[config.mk]
export PLATFORM = sky130hd
export DESIGN_NAME = fir_filter
export DESIGN_NICKNAME = d
export VERILOG_FILES = /design/src/fir_types_pkg.sv /design/src/fir_regs_pkg.sv /design/src/sync_ram.sv /design/src/fir_config_regs.sv /design/src/fir_sequencer.sv /design/src/fir_mac.sv /design/src/fir_filter.sv
export SDC_FILE = /design/constraint.sdc
export NUM_CORES = 2
export LEC_CHECK = 0
export BUFFER_PORTS_ARGS = -buffer_cell sky130_fd_sc_hd__buf_2
export CELL_PAD_IN_SITES_DETAIL_PLACEMENT = 0
export CELL_PAD_IN_SITES_GLOBAL_PLACEMENT = 1
export CORE_UTILIZATION = 36
export CTS_CLUSTER_DIAMETER = 50
export CTS_CLUSTER_SIZE = 12
export DETAILED_ROUTE_END_ITERATION = 10
export PLACE_DENSITY = 0.68
export REMOVE_ABC_BUFFERS = 1
export SETUP_SLACK_MARGIN = 0.15
export SLEW_MARGIN = 10
export SYNTH_ARGS = -nofsm -noshare
export SYNTH_HDL_FRONTEND = slang
export SYNTH_HIERARCHICAL = 1
export SYNTH_SLANG_ARGS = --single-unit
export TNS_END_PERCENT = 30
[constraint.sdc]
create_clock -name clk -period 6.26 [get_ports clk]
set_clock_uncertainty 0.1 [all_clocks]
set_input_delay 1.252 -clock clk [delete_from_list [all_inputs] [get_ports clk]]
set_output_delay 1.252 -clock clk [all_outputs]
set_load 0.03 [all_outputs]
[src/fir_types_pkg.sv]
// Filter sizes are fixed here; the history and coefficient depth must stay a power of two.
`default_nettype none

package fir_types_pkg;

    // Sample and coefficient widths
    localparam int data_width = 15;
    localparam int tap_width  = 16;

    // History and coefficient memory depth, addressed modulo max_taps
    localparam int max_taps  = 128;
    localparam int idx_width = 7;

    // One bit wider than the index so that a full 128-tap count fits
    localparam int count_width = 8;

    // Room for max_taps full-scale products without overflow
    localparam int acc_width = data_width + tap_width + idx_width;

    // Coefficients are Q1.15
    localparam int frac_bits = 15;

    typedef logic signed [data_width-1:0] sample_t;
    typedef logic signed [tap_width-1:0]  coef_t;
    typedef logic signed [acc_width-1:0]  acc_t;
    typedef logic        [idx_width-1:0]  idx_t;
    typedef logic        [count_width-1:0] count_t;

endpackage

`default_nettype wire

[src/fir_regs_pkg.sv]
// Write-only register map; addresses are byte offsets and there is no read-back.
`default_nettype none

package fir_regs_pkg;

    // Configuration port widths
    localparam int cfg_addr_width = 4;
    localparam int cfg_data_width = 16;

    // Tap count, clamped by the filter to 1..max_taps
    localparam logic [cfg_addr_width-1:0] reg_n_taps = 4'h0;

    // Coefficient held until an index write commits it
    localparam logic [cfg_addr_width-1:0] reg_tap_data = 4'h4;

    // Writing an index stores the staged coefficient there
    localparam logic [cfg_addr_width-1:0] reg_tap_index = 4'h8;

endpackage

`default_nettype wire

[src/sync_ram.sv]
// Contents power up undefined; a read of the address being written returns the old word.
`timescale 1ns/10ps
`default_nettype none

module sync_ram #(
    parameter type word_t = logic,
    parameter int  depth  = fir_types_pkg::max_taps
) (
    input  logic                clk,
    input  logic                we,
    input  fir_types_pkg::idx_t waddr,
    input  word_t               wdata,
    input  fir_types_pkg::idx_t raddr,
    output word_t               rdata
);

    word_t mem [depth];

    // One write port
    always_ff @(posedge clk) begin
        if (we) begin
            mem[waddr] <= wdata;
        end
    end

    // Registered read, one cycle of latency
    always_ff @(posedge clk) begin
        rdata <= mem[raddr];
    end

endmodule

`default_nettype wire

[src/fir_config_regs.sv]
// Tap count writes made while busy are held until the run ends; the last such write wins.
`timescale 1ns/10ps
`default_nettype none

module fir_config_regs (
    input  logic                                    clk,
    input  logic                                    rst_n,
    input  logic                                    cfg_write,
    input  logic [fir_regs_pkg::cfg_addr_width-1:0] cfg_addr,
    input  logic [fir_regs_pkg::cfg_data_width-1:0] cfg_wdata,
    input  logic                                    busy,
    output fir_types_pkg::count_t                   n_taps,
    output logic                                    history_clear,
    output logic                                    coef_we,
    output fir_types_pkg::idx_t                     coef_waddr,
    output fir_types_pkg::coef_t                    coef_wdata
);

    import fir_types_pkg::*;
    import fir_regs_pkg::*;

    logic   wr_taps;
    logic   wr_data;
    logic   wr_index;
    count_t clamped;
    count_t pend_taps;
    logic   pend_valid;
    coef_t  staged;

    // Address decode
    assign wr_taps  = cfg_write && (cfg_addr == reg_n_taps);
    assign wr_data  = cfg_write && (cfg_addr == reg_tap_data);
    assign wr_index = cfg_write && (cfg_addr == reg_tap_index);

    // Keep the tap count inside 1..max_taps
    always_comb begin
        if (cfg_wdata == '0) begin
            clamped = count_t'(1);
        end else if (cfg_wdata > max_taps) begin
            clamped = count_t'(max_taps);
        end else begin
            clamped = cfg_wdata[count_width-1:0];
        end
    end

    always_ff @(posedge clk or negedge rst_n) begin
        if (!rst_n) begin
            n_taps        <= count_t'(1);
            pend_taps     <= '0;
            pend_valid    <= 1'b0;
            history_clear <= 1'b0;
            coef_we       <= 1'b0;
        end else begin
            history_clear <= 1'b0;
            coef_we       <= wr_index;
            if (wr_taps && busy) begin
                // A run is in flight, park the new count
                pend_taps  <= clamped;
                pend_valid <= 1'b1;
            end else if (wr_taps) begin
                n_taps        <= clamped;
                pend_valid    <= 1'b0;
                history_clear <= 1'b1;
            end else if (pend_valid && !busy) begin
                n_taps        <= pend_taps;
                pend_valid    <= 1'b0;
                history_clear <= 1'b1;
            end
        end
    end

    // Staged coefficient and the memory write it feeds
    always_ff @(posedge clk) begin
        if (wr_data) begin
            staged <= coef_t'(cfg_wdata);
        end
        if (wr_index) begin
            coef_waddr <= cfg_wdata[idx_width-1:0];
            coef_wdata <= staged;
        end
    end

endmodule

`default_nettype wire

[src/fir_sequencer.sv]
// One sample in flight; in_valid while busy is dropped, and busy lasts n_taps + 4 cycles.
`timescale 1ns/10ps
`default_nettype none

module fir_sequencer (
    input  logic                   clk,
    input  logic                   rst_n,
    input  logic                   in_valid,
    input  fir_types_pkg::sample_t in_data,
    input  fir_types_pkg::count_t  n_taps,
    input  logic                   history_clear,
    output logic                   busy,
    output logic                   hist_we,
    output fir_types_pkg::idx_t    hist_waddr,
    output fir_types_pkg::sample_t hist_wdata,
    output fir_types_pkg::idx_t    hist_raddr,
    output fir_types_pkg::idx_t    coef_raddr,
    output logic                   mac_start,
    output logic                   mac_en,
    output logic                   mac_zero,
    output logic                   mac_last
);

    import fir_types_pkg::*;

    logic   accept;
    idx_t   head;
    count_t fill;
    count_t fill_base;
    count_t fill_next;
    count_t run_taps;
    count_t run_fill;
    count_t busy_cnt;
    logic   walk;
    count_t tap_k;
    logic   rd_en;
    logic   rd_first;
    logic   rd_last;
    logic   rd_zero;

    assign accept = in_valid && !busy;

    // Fill count after taking this sample, saturating at the history depth
    assign fill_base = history_clear ? '0 : fill;
    assign fill_next = (fill_base == count_t'(max_taps)) ? fill_base : fill_base + 1'b1;

    // New sample goes in at the head, written on the edge after acceptance
    assign hist_waddr = head;

    always_ff @(posedge clk or negedge rst_n) begin
        if (!rst_n) begin
            busy     <= 1'b0;
            busy_cnt <= '0;
            head     <= '0;
            fill     <= '0;
            run_taps <= count_t'(1);
            run_fill <= '0;
            hist_we  <= 1'b0;
        end else begin
            hist_we <= accept;
            if (accept) begin
                busy     <= 1'b1;
                busy_cnt <= n_taps + count_t'(3);
                head     <= head + 1'b1;
                fill     <= fill_next;
                // Frozen for the whole run
                run_taps <= n_taps;
                run_fill <= fill_next;
            end else begin
                if (history_clear) begin
                    fill <= '0;
                end
                if (busy) begin
                    if (busy_cnt == '0) begin
                        busy <= 1'b0;
                    end else begin
                        busy_cnt <= busy_cnt - 1'b1;
                    end
                end
            end
        end
    end

    always_ff @(posedge clk) begin
        if (accept) begin
            hist_wdata <= in_data;
        end
    end

    // Tap walk, one address pair per cycle starting the edge after acceptance
    always_ff @(posedge clk or negedge rst_n) begin
        if (!rst_n) begin
            walk      <= 1'b0;
            tap_k     <= '0;
            rd_en     <= 1'b0;
            rd_first  <= 1'b0;
            rd_last   <= 1'b0;
            rd_zero   <= 1'b0;
            mac_en    <= 1'b0;
            mac_start <= 1'b0;
            mac_last  <= 1'b0;
            mac_zero  <= 1'b0;
        end else begin
            rd_en <= walk;
            if (accept) begin
                walk  <= 1'b1;
                tap_k <= '0;
            end else if (walk) begin
                rd_first <= (tap_k == '0);
                rd_last  <= (tap_k == run_taps - 1'b1);
                // Older than anything written since the last clear
                rd_zero  <= (tap_k >= run_fill);
                tap_k    <= tap_k + 1'b1;
                if (tap_k == run_taps - 1'b1) begin
                    walk <= 1'b0;
                end
            end
            // Memory latency stage, lines up with rdata
            mac_en    <= rd_en;
            mac_start <= rd_en && rd_first;
            mac_last  <= rd_en && rd_last;
            mac_zero  <= rd_zero;
        end
    end

    // History index wraps modulo max_taps
    always_ff @(posedge clk) begin
        if (walk) begin
            coef_raddr <= tap_k[idx_width-1:0];
            hist_raddr <= head - tap_k[idx_width-1:0];
        end
    end

endmodule

`default_nettype wire

[src/fir_mac.sv]
// Rounds half up after the Q15 shift and clips to the sample range; no output stall.
`timescale 1ns/10ps
`default_nettype none

module fir_mac (
    input  logic                   clk,
    input  logic                   rst_n,
    input  fir_types_pkg::coef_t   coef,
    input  fir_types_pkg::sample_t sample,
    input  logic                   mac_start,
    input  logic                   mac_en,
    input  logic                   mac_zero,
    input  logic                   mac_last,
    output logic                   out_valid,
    output fir_types_pkg::sample_t out_data
);

    import fir_types_pkg::*;

    acc_t    prod;
    logic    prod_valid;
    logic    prod_first;
    logic    prod_last;
    acc_t    acc;
    logic    acc_done;
    acc_t    rounded;
    logic    fits;
    sample_t clipped;

    // Round and clip the finished sum
    always_comb begin
        rounded = (acc + (acc_t'(1) <<< (frac_bits - 1))) >>> frac_bits;
        fits    = (&rounded[acc_width-1:data_width-1]) || !(|rounded[acc_width-1:data_width-1]);
        if (fits) begin
            clipped = rounded[data_width-1:0];
        end else begin
            clipped = {rounded[acc_width-1], {(data_width-1){~rounded[acc_width-1]}}};
        end
    end

    // Product register, full precision
    always_ff @(posedge clk) begin
        if (mac_en) begin
            if (mac_zero) begin
                prod <= '0;
            end else begin
                prod <= coef * sample;
            end
        end
        if (prod_valid) begin
            acc <= prod_first ? prod : acc + prod;
        end
    end

    always_ff @(posedge clk or negedge rst_n) begin
        if (!rst_n) begin
            prod_valid <= 1'b0;
            prod_first <= 1'b0;
            prod_last  <= 1'b0;
            acc_done   <= 1'b0;
            out_valid  <= 1'b0;
            out_data   <= '0;
        end else begin
            prod_valid <= mac_en;
            prod_first <= mac_start;
            prod_last  <= mac_last;
            acc_done   <= prod_valid && prod_last;
            out_valid  <= acc_done;
            if (acc_done) begin
                out_data <= clipped;
            end
        end
    end

endmodule

`default_nettype wire

[src/fir_filter.sv]
// Serial FIR, one sample per n_taps + 4 cycles; no back-pressure on out_valid.
`timescale 1ns/10ps
`default_nettype none

module fir_filter (
    input  logic                                    clk,
    input  logic                                    rst_n,
    input  logic                                    cfg_write,
    input  logic [fir_regs_pkg::cfg_addr_width-1:0] cfg_addr,
    input  logic [fir_regs_pkg::cfg_data_width-1:0] cfg_wdata,
    input  logic                                    in_valid,
    input  fir_types_pkg::sample_t                  in_data,
    output logic                                    busy,
    output logic                                    out_valid,
    output fir_types_pkg::sample_t                  out_data
);

    import fir_types_pkg::*;

    count_t  n_taps;
    logic    history_clear;
    logic    coef_we;
    idx_t    coef_waddr;
    coef_t   coef_wdata;
    idx_t    coef_raddr;
    coef_t   coef_rdata;
    logic    hist_we;
    idx_t    hist_waddr;
    sample_t hist_wdata;
    idx_t    hist_raddr;
    sample_t hist_rdata;
    logic    mac_start;
    logic    mac_en;
    logic    mac_zero;
    logic    mac_last;

    fir_config_regs u_config_regs (
        .clk           (clk),
        .rst_n         (rst_n),
        .cfg_write     (cfg_write),
        .cfg_addr      (cfg_addr),
        .cfg_wdata     (cfg_wdata),
        .busy          (busy),
        .n_taps        (n_taps),
        .history_clear (history_clear),
        .coef_we       (coef_we),
        .coef_waddr    (coef_waddr),
        .coef_wdata    (coef_wdata)
    );

    sync_ram #(.word_t(coef_t), .depth(max_taps)) coef_mem (
        .clk   (clk),
        .we    (coef_we),
        .waddr (coef_waddr),
        .wdata (coef_wdata),
        .raddr (coef_raddr),
        .rdata (coef_rdata)
    );

    // Circular sample history
    sync_ram #(.word_t(sample_t), .depth(max_taps)) hist_mem (
        .clk   (clk),
        .we    (hist_we),
        .waddr (hist_waddr),
        .wdata (hist_wdata),
        .raddr (hist_raddr),
        .rdata (hist_rdata)
    );

    fir_sequencer u_sequencer (
        .clk           (clk),
        .rst_n         (rst_n),
        .in_valid      (in_valid),
        .in_data       (in_data),
        .n_taps        (n_taps),
        .history_clear (history_clear),
        .busy          (busy),
        .hist_we       (hist_we),
        .hist_waddr    (hist_waddr),
        .hist_wdata    (hist_wdata),
        .hist_raddr    (hist_raddr),
        .coef_raddr    (coef_raddr),
        .mac_start     (mac_start),
        .mac_en        (mac_en),
        .mac_zero      (mac_zero),
        .mac_last      (mac_last)
    );

    fir_mac u_mac (
        .clk       (clk),
        .rst_n     (rst_n),
        .coef      (coef_rdata),
        .sample    (hist_rdata),
        .mac_start (mac_start),
        .mac_en    (mac_en),
        .mac_zero  (mac_zero),
        .mac_last  (mac_last),
        .out_valid (out_valid),
        .out_data  (out_data)
    );

endmodule

`default_nettype wire

### Yosys cells after proc, flatten, opt, wreduce, memory -nomap -nowiden

Memories as Yosys holds them, arrays and structs flattened. A register that Yosys moved wholly into a read port is not among the register bits.
Cells that the tools add are included.

| word-level totals | value |
|---|---|
| flip-flop bits (word level) | 241 |
| RAM bits | 3,968 |
| output and inout bits | 17 |
| memories kept | 2 |

| cells by class | value |
|---|---|
| add/subtract/negate cells | 9 |
| multiply operators | 1 |
| $lt $le $gt $ge | 2 |
| eq/ne operators | 5 |
| muxes and demuxes | 30 |
| bitwise operators | 3 |
| reduce and logical (&&, ||, !) cells | 25 |

Memories:

| name | words | bits a word | read ports | clocked after memory_dff | write ports | line | RTL |
|---|---|---|---|---|---|---|---|
| coef_mem.mem | 128 | 16 | 1 | 1 | 1 | sync_ram.sv:17 | `word_t mem [depth];` |
| hist_mem.mem | 128 | 15 | 1 | 1 | 1 | sync_ram.sv:17 |  |

Operators with widths:

| operator | number |
|---|---|
| 8-bit two-way mux | 12 |
| 38-bit by 16-bit adder with 38-bit output, second input constant | 1 |
| 38-bit adder | 1 |
| 38-bit two-way mux | 1 |
| 16-bit by 15-bit multiplier with 31-bit output | 1 |
| 8-bit by 1-bit adder with 8-bit output, second input constant | 2 |
| 16-bit by 8-bit greater-than comparator with 1-bit output, second input constant | 1 |
| 16-bit zero test | 1 |
| 8-bit zero test | 2 |
| 1-bit two-way mux | 16 |
| 8-bit by 1-bit subtractor with 8-bit output, second input constant | 2 |
| 15-bit two-way mux | 1 |
| 1-bit logical AND | 9 |
| 9-bit AND reduction | 1 |
| 9-bit OR reduction | 1 |
| 8-bit by 2-bit adder with 8-bit output, second input constant | 1 |
| 8-bit equality test | 1 |
| 8-bit equality test, second input constant | 1 |
| 8-bit greater-or-equal comparator | 1 |
| 7-bit by 1-bit adder with 7-bit output, second input constant | 1 |
| 7-bit subtractor | 1 |
| 2-bit AND reduction | 3 |
| 2-bit nonzero test | 3 |
| 4-bit by 3-bit equality test with 1-bit output, second input constant | 1 |
| 7 further kinds | 10 |

### Longest topological paths before layout

| logic depth | value |
|---|---|
| word-level depth | 5 |
| depth in mapped cells | 24 |

### Hierarchy

Netlist, hierarchy kept.

By module, submodules not included:

| module | times used | cells each | area each (um^2) | sequential area each (um^2) |
|---|---|---|---|---|
| sync_ram at coef_mem | 1 | 3,086 | 78,522.8 | 61,819.3 |
| sync_ram at hist_mem | 1 | 2,904 | 73,629.4 | 57,955.6 |
| fir_mac | 1 | 1,625 | 15,001.9 | 2,572.5 |
| fir_sequencer | 1 | 403 | 4,275.4 | 2,323.5 |
| fir_config_regs | 1 | 125 | 2,177.1 | 1,647.8 |

### Worst setup path after synthesis

No wires, ideal clock.

| timing path | value |
|---|---|
| path kind | register to register |
| from | register coef_mem/rdata[15] (netlist bit), read port of coef_mem.mem |
| to | register u_mac.prod[28], data pin |
| library setup time | 0.266 ns |
| arrival | 6.114 ns |
| required time | 5.894 ns |
| setup slack | -0.220 ns |
| stages on the path, launching flop included | 22 |
| period minus slack after synthesis | 6.480 ns |
| cells stage by stage | dfxtp_1 -> clkbuf_1 -> nand2_1 -> fa_1 -> inv_1 -> fa_1 -> fa_1 -> fa_1 -> fa_1 -> inv_1 -> fa_1 -> inv_1 -> ha_1 -> a21o_1 -> a21o_1 -> a21o_1 -> a21o_1 -> a21o_1 -> a21o_1 -> a221oi_1 -> xor2_1 -> nor2_1 |

| on the way | value |
|---|---|
| cells in the longest elaborated chain, start to end | 1 |

Ends and longest elaborated chain:

| element | line | RTL |
|---|---|---|
| start, declared | sync_ram.sv:14 | `output word_t rdata` |
| 16-bit by 15-bit multiplier with 31-bit output | fir_mac.sv:47 | `prod <= coef * sample;` |
| end signal, assigned | fir_mac.sv:47 |  |
| end, declared | fir_mac.sv:20 | `acc_t prod;` |

No other way between the ends.
A chain may end at the register's enable or synchronous reset.

### Worst setup path in the final report

| timing path | value |
|---|---|
| from | register hist_mem/rdata[0] (netlist bit), read port of hist_mem.mem |
| to | register u_mac.prod[24], data pin |

| on the way | value |
|---|---|
| cells in the longest elaborated chain, start to end | 1 |

Ends and longest elaborated chain:

| element | line |
|---|---|
| start, declared | sync_ram.sv:14 |
| 16-bit by 15-bit multiplier with 31-bit output | fir_mac.sv:47 |

No other way between the ends.

==> summary.md <==
| Metric | Value |
|---|---|
| Worst Setup Start Kind | flip-flop |
| Cell Rows | around 250 |
| Synth Register Bits | 4,233 |
| DRT iter0 DRCs | between 8,000 and 9,000 |
| Grt total ovfl | 0 |
| Slew margin rel. | between 10% and 20% |
| DP Wirelength | 252 mm |
| Netlist cell types | 109 |
| Syn_area_per_cell | 21.3 sq um |
| Final min period | 5.98 ns |
| Share of flip-flops with an asynchronous set or reset | 2.29% |
| CP Capture Type | flip-flop |
| F_max | 167 MHz |
| Post-Syn Instances | between 8,000 and 9,000 |
| Post-synth EDFFs | 4,105 |
| Area delta synth->final | 14.0% |
| Residual DRC | 0 |
| Clk_lat worst skew | 1.01 ns |
| PortBufs | 55 |
| RePlAce Congestion | 0.797 |
| Core ar. | about 480,000 sq um |
| Mapped Area | 174,000 sq um |
| First-pass GRT wire length | slightly above 600 mm |
| Slew @ Worst Pin | 1.33 ns |
| Setup violators final | 0 |
| Post-route core utilization | 41.3% |
| DR vias/cell | 5.39 |
| RSZ-0062 raised after global routing | yes |
| Worst Path Max Fanout | 6 |
| Largest net degree at the start of global routing | 145 |
| Via count | 82,600 |
| Die width | ~700 um |
| Final hold violation count | 0 |
| CTS Sinks | 4,233 |
| GRT Overall Usage | 16.9% |
| Layout cells sized above 1 | 29.9% |
| Hold Path Class | in2async |
| Chip height | slightly below 700 um |
| Critical Path AT | around 6.6 ns |
| Most common flop cell mapped by yosys | edfxtp_1 |
| Final period utilization | 95.6% |
| TritonCTS clock tree | done |
| CTS Buf Count | between 400 and 500 |
| H-tree Lvls | 5 |
| Slew Viols, Final | 0 |
| Post-DRT Antenna Nets | 0 |
| Worst-path clk slew | 0.06 ns |
| Final setup margin | 0.276 ns |
| Outcome | finished clean |
| Max-Cap Viols | 0 |
| Pre-CTS worst setup slack | -0.107 ns |
| Initial antenna violation count | 33 |
| Setup TNS | 0 ns |
| DR WL/cell | 27.0 um |
| Routed wire length | 414 mm |
| Sequential element share of the synthesized area | 72.8% |
| Ports | 56 |
| Vias in the first global route | 86,200 |
| Fillcell total | 41,600 |
| Setup CP Type | reg2reg |
| Max Root-Sink Buffers | 4 |
| Final nets | approximately 9,100 |
| 1st-pass router iterations | 8 |
| YS warnings | 6 |
| Root Buffer | clkbuf_16 |
| Die area | 485,000 sq um |
| Worst Path Required | 6.85 ns |
| R2R depth | 21 |
| Initial core utilization | 36.2% |
==> stage by stage <==
stage                     instances  cell area, sq um  hold slack (ns)
after floorplan                7758            172000            0.231
after global placement        14600            184000            0.238
after detailed placement      14600            184000            0.239
after CTS                     15300            197000            0.109
after global routing          15300            198000            0.170
final                         15300            198000            0.174
==> cells in the mapped netlist, types with 26 or more instances <==
cell type	count	area [sq um]
buf_2	87	435
nand2b_1	26	163
nand3_1	51	255
fa_1	237	4740
a21oi_1	61	305
mux2_2	36	405
clkbuf_1	231	867
o21ai_0	79	395
nor3_1	45	225
dfxtp_1	31	621
a21o_1	33	248
xor2_1	43	377
and2_1	116	726
ha_1	144	1800
dfrtp_1	95	2380
buf_1	62	233
nand2_1	293	1100
nor2_1	361	1360
xnor2_1	73	639
nor2b_1	28	175
mux4_2	1302	29300
inv_1	334	1250
edfxtp_1	4105	123000
==> cells in the final DEF (no fill, tap or decap), drive strengths merged, types with 11 or more instances in the layout <==
cell / n
a211oi: 11
a21o: 33
a21oi: 63
a31oi: 22
and2: 117
and3: 15
buf: 518
bufinv: 12
clkbuf: 520
clkinv: 65
clkinvlp: 11
dfrtp: 95
dfxtp: 31
edfxtp: 4105
fa: 237
ha: 144
inv: 366
mux2: 40
mux4: 1302
nand2: 295
nand2b: 26
nand3: 54
nand4: 22
nor2: 363
nor2b: 28
nor3: 50
o21a: 11
o21ai: 87
xnor2: 73
xor2: 43
==> worst max-delay path, stage by stage, from the launching register on <==
cell	delay, ns
dfxtp_2	0.34
buf_6	0.12
buf_8	0.11
nand2_1	0.07
fa_1	0.53
fa_1	0.58
inv_1	0.06
fa_1	0.47
fa_2	0.48
fa_1	0.48
inv_1	0.05
fa_1	0.41
inv_1	0.12
ha_4	0.22
a21o_1	0.22
a21oi_4	0.19
o211ai_4	0.12
nand4_4	0.14
nand3b_1	0.11
or2_1	0.28
a31oi_2	0.20
mux2_4	0.31
==> area by class of cell <==
class / count / area, sq um / share of cell area, %
antenna: 5 / 12.5 / 0.00632
clock buffer: 519 / 11300 / 5.69
clock inverter: 117 / 1410 / 0.710
inverter: 337 / 1270 / 0.640
multi-input combinational: 3188 / 45300 / 22.9
sequential: 4233 / 126000 / 63.8
tap: 6400 / 8010 / 4.04
timing repair buffer: 519 / 4400 / 2.22
==> registers in the layout, summed over array words and instances (netlist names), 8 cells and up <==
signal,cells
coef_mem/mem,2048
u_config_regs/pend_taps,8
u_config_regs/coef_wdata,16
u_sequencer/run_fill,8
u_sequencer/hist_wdata,15
u_sequencer/run_taps,8
hist_mem/mem,1920
u_sequencer/fill,8
hist_mem/rdata,15
u_sequencer/busy_cnt,8
u_mac/acc,38
u_sequencer/tap_k,8
u_config_regs/n_taps,8
u_mac/prod,31
u_config_regs/staged,16
u_mac/out_data,15
coef_mem/rdata,16
==> metal layers <==
metal	global-route usage [%]	up-vias	wire length, um	part of all wire [%]
met1	22.6	45000	167000	40
met5	0	-	27	0.0065
met3	2.75	555	27200	6.6
met4	4.39	4	11100	2.7
met2	28.9	2780	208000	50
li1	-	34200	-	-
==> path summary, 6_finish.rpt <==
kind | startpoint | end | slack [ns]
max | hist_mem/rdata[0] | u_mac/prod[24] | 0.28
min | rst_n | u_mac/out_data[12] | 0.17
max reg2reg | hist_mem/rdata[0] | u_mac/prod[24] | 0.28
min reg2reg | u_sequencer/mac_start | u_mac/prod_first | 0.25
max in group asynchronous | rst_n | u_config_regs/n_taps[0] | 4.72
min in group clk | u_sequencer/mac_start | u_mac/prod_first | 0.25
==> cell families (layout without fill, tap and decap cells) <==
group,after synthesis,in the layout,synth area share (%)
flip-flops,4233,4233,72.8
multiplexers,1347,1347,17.2
AND/OR/NAND/NOR,1024,1024,2.78
buffers and inverters,722,1492,1.64
adder cells (fa/ha/maj),381,381,3.77
AO/OA/AOI/OAI,320,320,1.28
XOR/XNOR,116,116,0.585
other,0,5,0
==> what timing repair did <==
| item | CTS | global route |
|---|---|---|
| resized for setup | 52 | 114 |
| gates cloned | 0 | 0 |
| pin swaps | 38 | 110 |
| buffers inserted | 15 | 11 |
| setup endpoints to repair | 10 | 14 |
| hold buffers | 0 | 0 |
Power is left out: the tool's default activity adds up to more than one toggle a clock period on the data nets, which glitch-free logic cannot reach.
